==> config.mk <==
export PLATFORM = sky130hd
export DESIGN_NAME = decode
export DESIGN_NICKNAME = d
export VERILOG_FILES = /design/src/verilog/decodePkg.sv /design/src/verilog/controlDecode.sv /design/src/verilog/decode.sv /design/src/verilog/operandFields.sv /design/src/verilog/regFile.sv
export SDC_FILE = /design/constraint.sdc
export NUM_CORES = 1
export LEC_CHECK = 0
export BUFFER_PORTS_ARGS = -buffer_cell sky130_fd_sc_hd__buf_2
export CORE_MARGIN = 1
export CORE_UTILIZATION = 50
export CTS_CLUSTER_SIZE = 30
export DETAILED_ROUTE_END_ITERATION = 10
export HOLD_SLACK_MARGIN = 0.12
export MAX_ROUTING_LAYER = met4
export PLACE_DENSITY = 0.85
export SLEW_MARGIN = 20
export SYNTH_ARGS = -nofsm -noshare
export SYNTH_HDL_FRONTEND = slang
export SYNTH_SLANG_ARGS = --single-unit
==> constraint.sdc <==
create_clock -name clk -period 2.7 [get_ports clk]
set_input_delay 0.54 -clock clk [delete_from_list [all_inputs] [get_ports clk]]
set_output_delay 0.54 -clock clk [all_outputs]
set_load 0.01 [all_outputs]
==> src/verilog/decodePkg.sv <==
/*
   Shared widths, opcode groups and control encodings for the decode stage.
   Bits 15..11 hold the opcode. Bits 15..13 select the group and bits 12..11 the sub-op.
   The control code values must match the execute and writeback stages that use them.
*/
package decodePkg;

   localparam int dataW   = 16;                     // datapath and register width
   localparam int regSelW = 3;
   localparam int numRegs = 8;
   localparam logic [regSelW-1:0] linkReg = 3'd7;   // jal/jalr return address goes here

   localparam int opW    = 5;                       // group plus sub-op
   localparam int groupW = 3;
   localparam int imm5W  = 5;
   localparam int imm8W  = 8;
   localparam int dispW  = 11;                      // jump displacement
   localparam int functW = 2;
   localparam int aluOpW = 3;
   localparam int selW   = 2;                       // width of bSrc, regSrc, regDst, branch codes
   localparam int setW   = 3;

   // opcode groups, instruction[15:13]
   localparam logic [groupW-1:0] opSys    = 3'd0;   // halt and nop
   localparam logic [groupW-1:0] opJump   = 3'd1;
   localparam logic [groupW-1:0] opAluI   = 3'd2;
   localparam logic [groupW-1:0] opBranch = 3'd3;
   localparam logic [groupW-1:0] opMem    = 3'd4;
   localparam logic [groupW-1:0] opShiftI = 3'd5;
   localparam logic [groupW-1:0] opReg    = 3'd6;
   localparam logic [groupW-1:0] opSet    = 3'd7;

   // alu operations
   localparam logic [aluOpW-1:0] aluRol = 3'd0;
   localparam logic [aluOpW-1:0] aluSll = 3'd1;
   localparam logic [aluOpW-1:0] aluRor = 3'd2;
   localparam logic [aluOpW-1:0] aluSrl = 3'd3;
   localparam logic [aluOpW-1:0] aluAdd = 3'd4;
   localparam logic [aluOpW-1:0] aluAnd = 3'd5;
   localparam logic [aluOpW-1:0] aluOr  = 3'd6;
   localparam logic [aluOpW-1:0] aluXor = 3'd7;

   // writeback source
   localparam logic [selW-1:0] srcPc  = 2'd0;       // pc + 2 for the link jumps
   localparam logic [selW-1:0] srcMem = 2'd1;
   localparam logic [selW-1:0] srcAlu = 2'd2;
   localparam logic [selW-1:0] srcImm = 2'd3;

   // alu b operand source
   localparam logic [selW-1:0] bRt   = 2'd0;
   localparam logic [selW-1:0] bImm5 = 2'd1;
   localparam logic [selW-1:0] bImm8 = 2'd2;

   // destination register select
   localparam logic [selW-1:0] dstRt   = 2'd0;      // bits 7..5
   localparam logic [selW-1:0] dstRs   = 2'd1;      // bits 10..8
   localparam logic [selW-1:0] dstRd   = 2'd2;      // bits 4..2
   localparam logic [selW-1:0] dstLink = 2'd3;

   // compare result select
   localparam logic [setW-1:0] setNone  = 3'd0;
   localparam logic [setW-1:0] setEq    = 3'd4;
   localparam logic [setW-1:0] setLt    = 3'd5;
   localparam logic [setW-1:0] setLe    = 3'd6;
   localparam logic [setW-1:0] setCarry = 3'd7;

   // branch conditions, equal to the branch sub-op
   localparam logic [selW-1:0] brEqz = 2'd0;
   localparam logic [selW-1:0] brNez = 2'd1;
   localparam logic [selW-1:0] brLtz = 2'd2;
   localparam logic [selW-1:0] brGez = 2'd3;

   typedef struct packed {
      logic [opW-1:0]     opcode;
      logic [regSelW-1:0] rs;
      logic [regSelW-1:0] rt;
      logic [regSelW-1:0] rd;
      logic [functW-1:0]  funct;
   } rForm_t;

   typedef struct packed {
      logic [opW-1:0]     opcode;
      logic [regSelW-1:0] rs;
      logic [regSelW-1:0] rd;                       // sits where rForm has rt
      logic [imm5W-1:0]   imm5;
   } i1Form_t;

   typedef struct packed {
      logic [opW-1:0]     opcode;
      logic [regSelW-1:0] rs;
      logic [imm8W-1:0]   imm8;
   } i2Form_t;

   typedef struct packed {
      logic [opW-1:0]   opcode;
      logic [dispW-1:0] disp;
   } jForm_t;

   // one 16-bit word with four overlapping format views
   typedef union packed {
      rForm_t  rForm;
      i1Form_t i1Form;
      i2Form_t i2Form;
      jForm_t  jForm;
   } instrWord_t;

endpackage

==> src/verilog/controlDecode.sv <==
/*
   Purely combinational instruction decoder. Nothing is registered.
   Every control is inactive for a nop unless fetchHalt is high.
   halt follows fetchHalt for any instruction.
*/
`timescale 1ns/1ps

module controlDecode import decodePkg::*; (
   input  instrWord_t        instruction,
   input  logic              fetchHalt,
   output logic              oExt,           // zero extend the immediates
   output logic [selW-1:0]   regDst,
   output logic              regWrt,
   output logic              halt,
   output logic              btr,
   output logic [aluOpW-1:0] aluOpr,
   output logic [selW-1:0]   bSrc,
   output logic              invA,
   output logic              invB,
   output logic              memWrt,
   output logic              aluJmp,         // next pc from alu result
   output logic              pcOrAdd,        // next pc from pc + displacement
   output logic [selW-1:0]   regSrc,
   output logic              slbi,
   output logic              branching,
   output logic [selW-1:0]   branchCommand,
   output logic [setW-1:0]   setCtrl
);

   logic [groupW-1:0]     group;
   logic [opW-groupW-1:0] subOp;
   logic [functW-1:0]     funct;

   assign group = instruction.rForm.opcode[opW-1:opW-groupW];
   assign subOp = instruction.rForm.opcode[opW-groupW-1:0];
   assign funct = instruction.rForm.funct;

   always_comb begin
      oExt          = 1'b0;
      regDst        = dstRt;
      regWrt        = 1'b0;
      halt          = fetchHalt;      // fetch may already have stopped
      btr           = 1'b0;
      aluOpr        = aluRol;
      bSrc          = bRt;
      invA          = 1'b0;
      invB          = 1'b0;
      memWrt        = 1'b0;
      aluJmp        = 1'b0;
      pcOrAdd       = 1'b0;
      regSrc        = srcPc;
      slbi          = 1'b0;
      branching     = 1'b0;
      branchCommand = brEqz;
      setCtrl       = setNone;

      case (group)
         opSys: begin
            if (subOp == 2'd0) halt = 1'b1;   // other sub-ops are nops
         end
         opAluI: begin
            regWrt = 1'b1;
            bSrc   = bImm5;
            regSrc = srcAlu;
            case (subOp)
               2'd0: aluOpr = aluAdd;                   // addi
               2'd1: begin                              // subi, imm - rs
                  aluOpr = aluAdd;
                  invA   = 1'b1;
               end
               2'd2: begin                              // xori
                  aluOpr = aluXor;
                  oExt   = 1'b1;
               end
               default: begin                           // andni
                  aluOpr = aluAnd;
                  oExt   = 1'b1;
                  invB   = 1'b1;
               end
            endcase
         end
         opShiftI: begin
            regWrt = 1'b1;
            bSrc   = bImm5;                             // alu uses the low 4 bits
            regSrc = srcAlu;
            case (subOp)
               2'd0:    aluOpr = aluRol;
               2'd1:    aluOpr = aluSll;
               2'd2:    aluOpr = aluRor;
               default: aluOpr = aluSrl;
            endcase
         end
         opMem: begin
            aluOpr = aluAdd;                            // address is rs + imm
            bSrc   = bImm5;
            case (subOp)
               2'd0: memWrt = 1'b1;                     // store data comes from rt
               2'd1: begin                              // load
                  regWrt = 1'b1;
                  regSrc = srcMem;
               end
               2'd2: begin                              // slbi, (rs << 8) | imm8
                  slbi   = 1'b1;
                  aluOpr = aluOr;
                  bSrc   = bImm8;
                  oExt   = 1'b1;
                  regDst = dstRs;
                  regSrc = srcAlu;
                  regWrt = 1'b1;
               end
               default: begin                           // store-update writes address to rs
                  memWrt = 1'b1;
                  regWrt = 1'b1;
                  regDst = dstRs;
                  regSrc = srcAlu;
               end
            endcase
         end
         opReg: begin
            regWrt = 1'b1;
            case (subOp)
               2'd0: begin                              // lbi, sign extended imm8
                  regDst = dstRs;
                  bSrc   = bImm8;
                  regSrc = srcImm;
               end
               2'd1: begin                              // bit reverse of rs
                  btr    = 1'b1;
                  regDst = dstRd;
                  regSrc = srcAlu;
               end
               2'd2: begin                              // shift amount from rt
                  regDst = dstRd;
                  regSrc = srcAlu;
                  case (funct)
                     2'd0:    aluOpr = aluRol;
                     2'd1:    aluOpr = aluSll;
                     2'd2:    aluOpr = aluRor;
                     default: aluOpr = aluSrl;
                  endcase
               end
               default: begin
                  regDst = dstRd;
                  regSrc = srcAlu;
                  case (funct)
                     2'd0: aluOpr = aluAdd;
                     2'd1: begin                        // sub is rt - rs
                        aluOpr = aluAdd;
                        invA   = 1'b1;
                     end
                     2'd2: aluOpr = aluXor;
                     default: begin                     // andn
                        aluOpr = aluAnd;
                        invB   = 1'b1;
                     end
                  endcase
               end
            endcase
         end
         opSet: begin
            regWrt = 1'b1;
            regSrc = srcAlu;
            regDst = dstRd;
            case (subOp)
               2'd0:    setCtrl = setEq;
               2'd1:    setCtrl = setLt;
               2'd2:    setCtrl = setLe;
               default: setCtrl = setCarry;
            endcase
         end
         opBranch: begin
            branching     = 1'b1;
            aluOpr        = aluAdd;
            branchCommand = subOp;
            if (subOp == brLtz || subOp == brGez) invB = 1'b1;   // sign tests
         end
         default: begin                                 // jump group
            aluOpr = aluAdd;
            case (subOp)
               2'd0: pcOrAdd = 1'b1;                    // j
               2'd1: begin                              // jr, rs + imm8
                  aluJmp = 1'b1;
                  bSrc   = bImm8;
               end
               2'd2: begin                              // jal
                  pcOrAdd = 1'b1;
                  regWrt  = 1'b1;
                  regDst  = dstLink;
               end
               default: begin                           // jalr
                  aluJmp = 1'b1;
                  bSrc   = bImm8;
                  regWrt = 1'b1;
                  regDst = dstLink;
               end
            endcase
         end
      endcase
   end

endmodule

==> src/verilog/decode.sv <==
/*
   Decode stage of the 16-bit teaching processor.
   Controls and operands are combinational from instruction and fetchHalt.
   The register file is written only through the writeback port, and rs/rt are read.
   There is no stall input.
*/
`timescale 1ns/1ps

module decode import decodePkg::*; (
   input  logic               clk,
   input  logic               rstN,
   input  instrWord_t         instruction,
   input  logic               fetchHalt,
   input  logic [regSelW-1:0] writeRegWb,     // destination from writeback
   input  logic [dataW-1:0]   writeDataWb,
   input  logic               regWrtWb,
   output logic [dataW-1:0]   readData1,
   output logic [dataW-1:0]   readData2,
   output logic [dataW-1:0]   imm1,
   output logic [dataW-1:0]   imm2,
   output logic [dataW-1:0]   toShift,
   output logic [dataW-1:0]   wordAlignJump,
   output logic [regSelW-1:0] writeRegOut,
   output logic               halt,
   output logic               regWrt,
   output logic [aluOpW-1:0]  aluOpr,
   output logic [selW-1:0]    bSrc,
   output logic               invA,
   output logic               invB,
   output logic               memWrt,
   output logic               aluJmp,
   output logic               pcOrAdd,
   output logic [selW-1:0]    regSrc,
   output logic               slbi,
   output logic               btr,
   output logic               branching,
   output logic [selW-1:0]    branchCommand,
   output logic [setW-1:0]    setCtrl
);

   logic            oExt;     // decoder to operand extension
   logic [selW-1:0] regDst;

   controlDecode controlDecode_i (
      .instruction  (instruction),
      .fetchHalt    (fetchHalt),
      .oExt         (oExt),
      .regDst       (regDst),
      .regWrt       (regWrt),
      .halt         (halt),
      .btr          (btr),
      .aluOpr       (aluOpr),
      .bSrc         (bSrc),
      .invA         (invA),
      .invB         (invB),
      .memWrt       (memWrt),
      .aluJmp       (aluJmp),
      .pcOrAdd      (pcOrAdd),
      .regSrc       (regSrc),
      .slbi         (slbi),
      .branching    (branching),
      .branchCommand(branchCommand),
      .setCtrl      (setCtrl)
   );

   operandFields operandFields_i (
      .instruction  (instruction),
      .oExt         (oExt),
      .regDst       (regDst),
      .imm1         (imm1),
      .imm2         (imm2),
      .toShift      (toShift),
      .wordAlignJump(wordAlignJump),
      .writeRegOut  (writeRegOut)
   );

   regFile regFile_i (
      .clk      (clk),
      .rstN     (rstN),
      .read1Sel (instruction.rForm.rs),   // port 1 reads rs
      .read2Sel (instruction.rForm.rt),   // port 2 reads rt
      .writeSel (writeRegWb),
      .writeData(writeDataWb),
      .writeEn  (regWrtWb),
      .read1Data(readData1),
      .read2Data(readData2)
   );

endmodule

==> src/verilog/operandFields.sv <==
/*
   Immediate extension, shift operand, jump displacement and destination select.
   Purely combinational. oExt and regDst come from the control decoder.
*/
`timescale 1ns/1ps

module operandFields import decodePkg::*; (
   input  instrWord_t         instruction,
   input  logic               oExt,
   input  logic [selW-1:0]    regDst,
   output logic [dataW-1:0]   imm1,
   output logic [dataW-1:0]   imm2,
   output logic [dataW-1:0]   toShift,
   output logic [dataW-1:0]   wordAlignJump,
   output logic [regSelW-1:0] writeRegOut
);

   logic [imm5W-1:0] imm5;
   logic [imm8W-1:0] imm8;
   logic [dispW-1:0] disp;

   assign imm5 = instruction.i1Form.imm5;
   assign imm8 = instruction.i2Form.imm8;
   assign disp = instruction.jForm.disp;

   // zero extend for logic ops and slbi, sign extend otherwise
   assign imm1 = oExt ? {{(dataW-imm5W){1'b0}}, imm5}
                      : {{(dataW-imm5W){imm5[imm5W-1]}}, imm5};
   assign imm2 = oExt ? {{(dataW-imm8W){1'b0}}, imm8}
                      : {{(dataW-imm8W){imm8[imm8W-1]}}, imm8};

   assign toShift       = {{(dataW-imm8W){1'b0}}, imm8};          // slbi shift operand
   assign wordAlignJump = {{(dataW-dispW){disp[dispW-1]}}, disp};  // j and jal offset

   always_comb begin
      case (regDst)
         dstRt:   writeRegOut = instruction.i1Form.rd;   // i-format destination
         dstRs:   writeRegOut = instruction.i2Form.rs;
         dstRd:   writeRegOut = instruction.rForm.rd;
         default: writeRegOut = linkReg;
      endcase
   end

endmodule

==> src/verilog/regFile.sv <==
/*
   Eight 16-bit registers with two combinational read ports and one write port.
   Writes land on the rising clk edge. There is no write-to-read bypass,
   so a read in the same cycle sees the old value.
*/
`timescale 1ns/1ps

module regFile import decodePkg::*; (
   input  logic               clk,
   input  logic               rstN,
   input  logic [regSelW-1:0] read1Sel,
   input  logic [regSelW-1:0] read2Sel,
   input  logic [regSelW-1:0] writeSel,
   input  logic [dataW-1:0]   writeData,
   input  logic               writeEn,
   output logic [dataW-1:0]   read1Data,
   output logic [dataW-1:0]   read2Data
);

   logic [dataW-1:0] regs [numRegs];

   // architectural state starts at zero
   always_ff @(posedge clk) begin
      if (!rstN) begin
         for (int i = 0; i < numRegs; i++) begin
            regs[i] <= '0;
         end
      end else if (writeEn) begin
         regs[writeSel] <= writeData;   // owned by writeback
      end
   end

   assign read1Data = regs[read1Sel];   // rs port
   assign read2Data = regs[read2Sel];   // rt port

endmodule
==> flow_summary.ini, run 1 <==
[clock_tree]
clk_pin_slew_ps = 50
clockBufferDepth = 2
numCtsBuffers = 17
cts.sinks = 128
cts_tree = done
h-tree-depth = 4
post-cts-setup-buffers = 0
clockRootBuffer = clkbuf_16

[worst_setup_path]
slowest_delay_ps = 330
crit_required_ps = 2160
crit_chain = buf_2, inv_1, ha_1, buf_4, and2_0, o211ai_1, a41oi_1, buf_2
setup.worst_path.start_class = input pin
startpoint = instruction[11]
cp_common_cell = buf_2
slowest_stage = and2_0
crit_fanout = 11
endpoint = writeRegOut[1]
path_depth = 8
crit_family = buffers and inverters
crit_buf_inv = 4
worstSetupPathType = input pin to output pin
critPathCaptureType = output pin
arrival_ps = 2040

[global_route]
grt_pass1_vias = 5436
track_usage_pct = 26.8
grt_max_degree = 38
grt_pass1_wl_um = 30700
antenna_found_initial = 0
grt-ovfl-total = 0

[die]
die_area_mm2 = 0.0165
design.portCount = 160
fp.coreArea_mm2 = 0.0154
die_w_um = 129
die-height_um = 129
initial_core_util_pct = 52.0
row_count = 45

[final_layout]
utilization_pct = 60.5
n_antenna_cell = 0
largest_reg_flops = 128
stdcell_area_mm2 = 0.00934
largest-register = regFile_i.regs
syn_to_final_growth_pct = 16.4
drive_above_1_share_pct = 39.3
layout.nets = 719
top_regs = regFile_i.regs: 128 flops

[logic_synthesis]
synth_edf_count = 128
synthCells = 568
yosysWarnings = 0
async_flop_share_pct = 0
syn_avg_cell_area_um2 = 14.1
synthTopCellsByCount = and2_1, edfxtp_1, buf_4
yosysTopAreaCell = edfxtp_1
synthFlopType = edfxtp_1
yosys_register_bits = 128
yosysSeqAreaShare_pct = 47.9
synth_most_common_cell = and2_1
syn_area_mm2 = 0.00802
synthTopCellsByArea = edfxtp_1, mux4_1, and2_1, buf_4, mux2_2
synth_cell_type_count = 44
yosys.area.top_type_share_pct = 47.9

[run_status]
status = completed

[sta]
slew_headroom_pct = 58.4
hold_viol = 0
setup_viol = 0
fin_crit_ps = 2580
finalCritPeriodShare_pct = 95.6
tns_ps = 0
fin_ws_ps = 119
maxSlewViolCount = 0
tightest_slew_ps = 624
rsz0062_at_grt = no
fmax_mhz = 387

[pwr]
leakagePower_nw = 3.75
power.total_mw = 5.60
powerDensity_mw_per_mm2 = 599
ir_drop_mv = 0.361

[route]
via_per_inst = 6.00
drt-initial-drc-count = 539
wl_met2_um = 11100
drcViolationCount = 0
antenna_left = 0
wl_met3_um = 1700
dr.pass1.iters = 5
wl_per_cell_um = 23.3
top_layer = met4
met1Wirelength_um = 7560
wirelength_um = 20900
vias = 5391

[placement]
io_buffers = 151
dp_slack_ps = 67.9
gp_congestion = 0.814
place_area_mm2 = 0.00870
dp_hpwl_um = 12900

[flow_run]
drv_cap = 0

[worst_hold_path]
hold_path.class = input pin to flop
-- timing repair --
item                                    4_1_cts  5_1_grt
hold buffers                                  0        0
gates resized for setup                       0        5
endpoints found under the setup margin        0       15
-- metrics by stage --
| step | hold WS (ps) | cells |
|---|---|---|
| 2_1_floorplan | 738 | 575 |
| 3_3_place_gp | 887 | 866 |
| 3_5_place_dp | 900 | 866 |
| 4_1_cts | 463 | 898 |
| 5_1_grt | 487 | 898 |
| 6_report | 485 | 898 |
-- how the worst min path moves through the flow --
stage | from | endpoint | slack (ps) | cells after the start
2_1_floorplan | writeDataWb[0] | regFile_i.regs[0][0] | 740 | 1
3_3_place_gp | writeDataWb[12] | regFile_i.regs[5][12] | 890 | 2
3_5_place_dp | writeDataWb[2] | regFile_i.regs[0][2] | 900 | 2
4_1_cts | writeDataWb[12] | regFile_i.regs[4][12] | 460 | 2
5_1_grt | writeDataWb[0] | regFile_i.regs[6][0] | 490 | 2
6_report | writeDataWb[12] | regFile_i.regs[6][12] | 490 | 2
-- per-layer routing --
metal	global-route usage, %	vias up
li1	-	2313
met1	30.0	2692
met2	47.0	332
met3	4.78	54
met4	11.5	0
met5	-	-
-- kinds of logic (layout without fill, tap and decap cells) --
kind of cell / count (synthesis) / after routing / synth area share (%)
and+or+nand+nor: 191 / 191 / 14.5
DFF: 128 / 128 / 47.9
buffers and inverters: 108 / 220 / 8.78
muxes: 97 / 97 / 24.8
AOI/OAI and AO/OA: 37 / 37 / 2.98
adders and majority gates: 6 / 6 / 0.936
other: 1 / 8 / 0.0468
-- report_power, final --
part           switching (mW)  internal [mW]
Sequential             0.0661           2.32
Combinational           0.438          0.398
Clock                   0.840           1.54
Total                    1.34           4.25
-- placed cells by master, fill, tap and decap left out, types with 7 or more instances in the layout --
cell,netlist,final
and2_1,132,132
buf_12,0,7
buf_2,4,151
buf_4,62,22
clkbuf_16,0,17
conb_1,1,8
edfxtp_1,128,128
inv_1,8,8
mux2_2,32,32
mux4_1,48,48
mux4_2,16,16
nand2_1,7,7
nand2b_1,9,9
nor2_1,14,14
nor2b_1,8,7
o21ai_0,13,7
-- final cells by class --
class | instances | area [µm²]
fillers | 1141 | 6090
flip-flops and latches | 128 | 3840
multi-input cells | 339 | 3520
repair buffers | 180 | 1060
clock buffers | 17 | 425
well taps | 211 | 264
clock inverters | 15 | 193
inverters | 8 | 30.0
(Power assumes the default switching activity.)
==> run 2, diff against run 1 <==
==> constraint.sdc (replaced) <==
create_clock -name clk -period 2.7 [get_ports clk]
set_input_delay 0.135 -clock clk [delete_from_list [all_inputs] [get_ports clk]]
set_output_delay 0.135 -clock clk [all_outputs]
set_load 0.01 [all_outputs]
==> flow_summary.ini, run 2 (synthesis gave the netlist of run 1 again) <==
[flow_run]
drv_cap = 0

[route]
vias = 5401
via_per_inst = 5.97
drcViolationCount = 0
antenna_left = 0
wl_per_cell_um = 22.3
wirelength_um = 20200
dr.pass1.iters = 5
drt-initial-drc-count = 406

[global_route]
track_usage_pct = 25.9
grt_pass1_vias = 5278
grt_max_degree = 37
grt_pass1_wl_um = 29900
grt-ovfl-total = 0
antenna_found_initial = 0

[final_layout]
largest-register = regFile_i.regs
fillerInstances = 1162
syn_to_final_growth_pct = 15.4
stdcell_area_mm2 = 0.00926
largest_reg_flops = 128
mostFrequentLayoutCells = buf_2, and2_1, edfxtp_1
layout.nets = 726
drive_above_1_share_pct = 36.0
top_regs = regFile_i.regs: 128 flops
layout_commonest_cell = buf_2
n_antenna_cell = 0

[clock_tree]
h-tree-depth = 4
post_cts_resized = 0
numCtsBuffers = 17
clk_pin_slew_ps = 60
clockBufferDepth = 2
cts.sinks = 128
clockRootBuffer = clkbuf_16
cts_tree = done

[pwr]
leakagePower_nw = 3.71
swShare_pct = 24.8
p_comb_share_pct = 15.8
ir_drop_mv = 0.324
p_seq_share_pct = 45.3
p_switching_mw = 1.30
p_int_mw = 3.95
powerDensity_mw_per_mm2 = 568
clkPwrFrac_pct = 38.9

[worst_setup_path]
crit_chain = mux4_1, mux2_2, buf_2
crit_family = multiplexers
slowest_delay_ps = 550
arrival_ps = 1870
worstSetupPathType = flop to output pin
crit_required_ps = 2570
slowest_stage = mux4_1
critPathCaptureType = output pin
setup.worst_path.start_class = flop
crit_buf_inv = 1
crit_fanout = 2

[die]
die_w_um = 129
fp.coreArea_mm2 = 0.0154
die-height_um = 129
design.portCount = 160
row_count = 45
die_area_mm2 = 0.0165
initial_core_util_pct = 52.0

[sta]
tightest_slew_ps = 860
tns_ps = 0
rsz0062_at_grt = no
fin_crit_ps = 2000
slew_headroom_pct = 42.7
whs_ps = 406
fmax_mhz = 499
finalCritPeriodShare_pct = 74.2
hold_viol = 0
maxSlewViolCount = 0
setup_viol = 0

[placement]
io_buffers = 151
gp_congestion = 0.864
place_area_mm2 = 0.00857
dp_hpwl_um = 12500

[worst_hold_path]
hold_path.class = input pin to flop

[run_status]
status = completed
run 2: metal layers:
layer  track usage (%)  routed length [µm]  up-vias
met1              30.2                7410     2672
met3              4.74                1680       51
met2              44.3               10600      354
met4              10.5                 473        0
met5                 -                   0        -
li1                  -                   -     2324
run 2: area by class of cell:
cell class,instances,area (µm²),share of cell area [%]
sequential,128,3840,41.5
multi-input combinational,339,3500,37.8
timing repair buffer,187,1090,11.8
clock buffer,18,429,4.64
tap,211,264,2.85
clock inverter,14,100,1.08
inverter,8,30.0,0.324
run 2: power by group through the flow:
stage | Combinational, mW | Clock [mW] | Sequential, mW
4_1_cts | 0.831 | 2.06 | 2.38
6_report | 0.829 | 2.04 | 2.38
3_5_place_dp | 0.806 | 0 | 2.41
2_1_floorplan | 0.574 | 0 | 2.39
3_3_place_gp | 0.785 | 0 | 2.39
5_1_grt | 0.887 | 2.13 | 2.39
run 2: what timing repair did:
action	4_1_cts	5_1_grt
hold buffers	16	0
setup buffers	0	0
endpoints found under the hold margin	119	0
run 2: metrics by stage:
stage	setup WS, ps	cells	power (mW)	util (%)
global route	550	905	5.41	60.0
global placement	776	857	3.18	55.5
detailed placement	712	857	3.22	55.5
CTS	701	905	5.27	60.0
floorplan	616	575	2.96	-
finish	696	905	5.25	60.0
run 2: final timing paths:
kind	slack, ps	cells past startpoint	from	endpoint
max	700	3	regFile_i.regs[4][12]	readData2[12]
min	410	2	rstN	regFile_i.regs[1][7]
==> run 3, diff against run 2 <==
Settings changed: PLACE_DENSITY 0.85 to 0.87.
Clock period 2.7 ns to 1.7 ns, I/O delays scaled along.
==> flow_summary.ini, run 3 (synthesis gave the netlist of run 1 again) <==
[final_layout]
n_antenna_cell = 0
stdcell_area_mm2 = 0.00954
largest_reg_flops = 128
syn_to_final_growth_pct = 19.0
top_regs = regFile_i.regs: 128 flops
drive_above_1_share_pct = 43.8
largest-register = regFile_i.regs
mostFrequentLayoutCells = and2_1, edfxtp_1, buf_2
layout.nets = 736
layout_commonest_cell = and2_1

[pwr]
p_int_mw = 6.36
p_switching_mw = 2.19
p_comb_share_pct = 18.9
swShare_pct = 25.6
ir_drop_mv = 0.688
power.total_mw = 8.55
leakagePower_nw = 3.77
p_seq_share_pct = 44.5
clkPwrFrac_pct = 36.6
powerDensity_mw_per_mm2 = 896

[clock_tree]
clockRootBuffer = clkbuf_16
cts_tree = done
clockBufferDepth = 2
numCtsBuffers = 17
clk_pin_slew_ps = 60
cts.sinks = 128
post-cts-setup-buffers = 0
h-tree-depth = 4

[sta]
setup_viol = 32
slew_headroom_pct = 27.1
fin_ws_ps = -255
finalCritPeriodShare_pct = 115
hold_viol = 0
tightest_slew_ps = 1090
fin_crit_ps = 1960
maxSlewViolCount = 0
fmax_mhz = 511
rsz0062_at_grt = yes

[route]
antenna_left = 0
wirelength_um = 21500
drcViolationCount = 0
via_per_inst = 6.09
drt-initial-drc-count = 779
wl_per_cell_um = 23.5
dr.pass1.iters = 5
vias = 5576

[worst_setup_path]
setup.worst_path.start_class = flop
critPathCaptureType = output pin
worstSetupPathType = flop to output pin
arrival_ps = 1870
crit_fanout = 2
crit_required_ps = 1620

[die]
design.portCount = 160
die-height_um = 129
initial_core_util_pct = 52.0
die_w_um = 129
row_count = 45
die_area_mm2 = 0.0165
fp.coreArea_mm2 = 0.0154

[global_route]
grt-ovfl-total = 0
grt_pass1_vias = 5531
antenna_found_initial = 0
track_usage_pct = 26.8
grt_max_degree = 38
grt_pass1_wl_um = 31300

[placement]
io_buffers = 151
place_area_mm2 = 0.00872
gp_congestion = 0.895
dp_hpwl_um = 12700

[run_status]
status = finished, violations left
violations = negative setup slack

[worst_hold_path]
whs_path_depth = 4
hold_path.class = input pin to flop

[flow_run]
drv_cap = 0
run 3: critical path, cell delays in order, from the launching register on:
cell and delay [ps]:
edfxtp_1 440, mux4_2 550, mux2_4 330, buf_6 130
run 3: power groups by stage:
| stage | clock (mW) | combinational (mW) | sequential [mW] |
|---|---|---|---|
| 6_report | 3.13 | 1.62 | 3.80 |
| 3_3_place_gp | 0 | 1.28 | 3.80 |
| 2_1_floorplan | 0 | 0.911 | 3.79 |
| 5_1_grt | 3.24 | 1.71 | 3.81 |
| 4_1_cts | 3.09 | 1.58 | 3.79 |
| 3_5_place_dp | 0 | 1.32 | 3.84 |
run 3: timing repair:
action                                 4_1_cts  5_1_grt
endpoints found under the hold margin      127        0
setup endpoints to repair                   43       53
hold buffers                                16        0
resized for setup                           92       16
pin swaps                                    0        1
run 3: path summary, 6_finish.rpt:
kind | start | to
worst max-delay path | regFile_i.regs[3][5] | readData2[5]
worst min-delay path | writeRegWb[2] | regFile_i.regs[0][13]
run 3: area by class of cell:
class / count / area (µm²)
clock buffer: 23 / 448
clock inverter: 9 / 43.8
fill: 1105 / 5890
inverter: 8 / 30.0
multi-input combinational: 339 / 3470
sequential: 128 / 3840
tap: 211 / 264
timing repair buffer: 197 / 1440
run 3: metal layers:
metal | vias to the layer above | share of wire [%] | GRT usage [%]
li1 | 2300 | - | -
met1 | 2739 | 35 | 32.8
met2 | 471 | 52 | 44.1
met3 | 66 | 11 | 6.03
met4 | 0 | 2.5 | 9.27
met5 | - | 0 | -
run 3: through the flow:
stage               setup TNS [ps]  hold slack [ps]  cells  util (%)  setup slack, ps
finish                       -4070              382    915      61.8             -255
floorplan                   -31420              262    575         -             -334
detailed placement            -165              422    867      56.5            -15.9
global route                 -4940              394    915      61.8             -258
CTS                          -3850              372    915      61.5             -206
global placement                 0              414    867      56.5             12.3
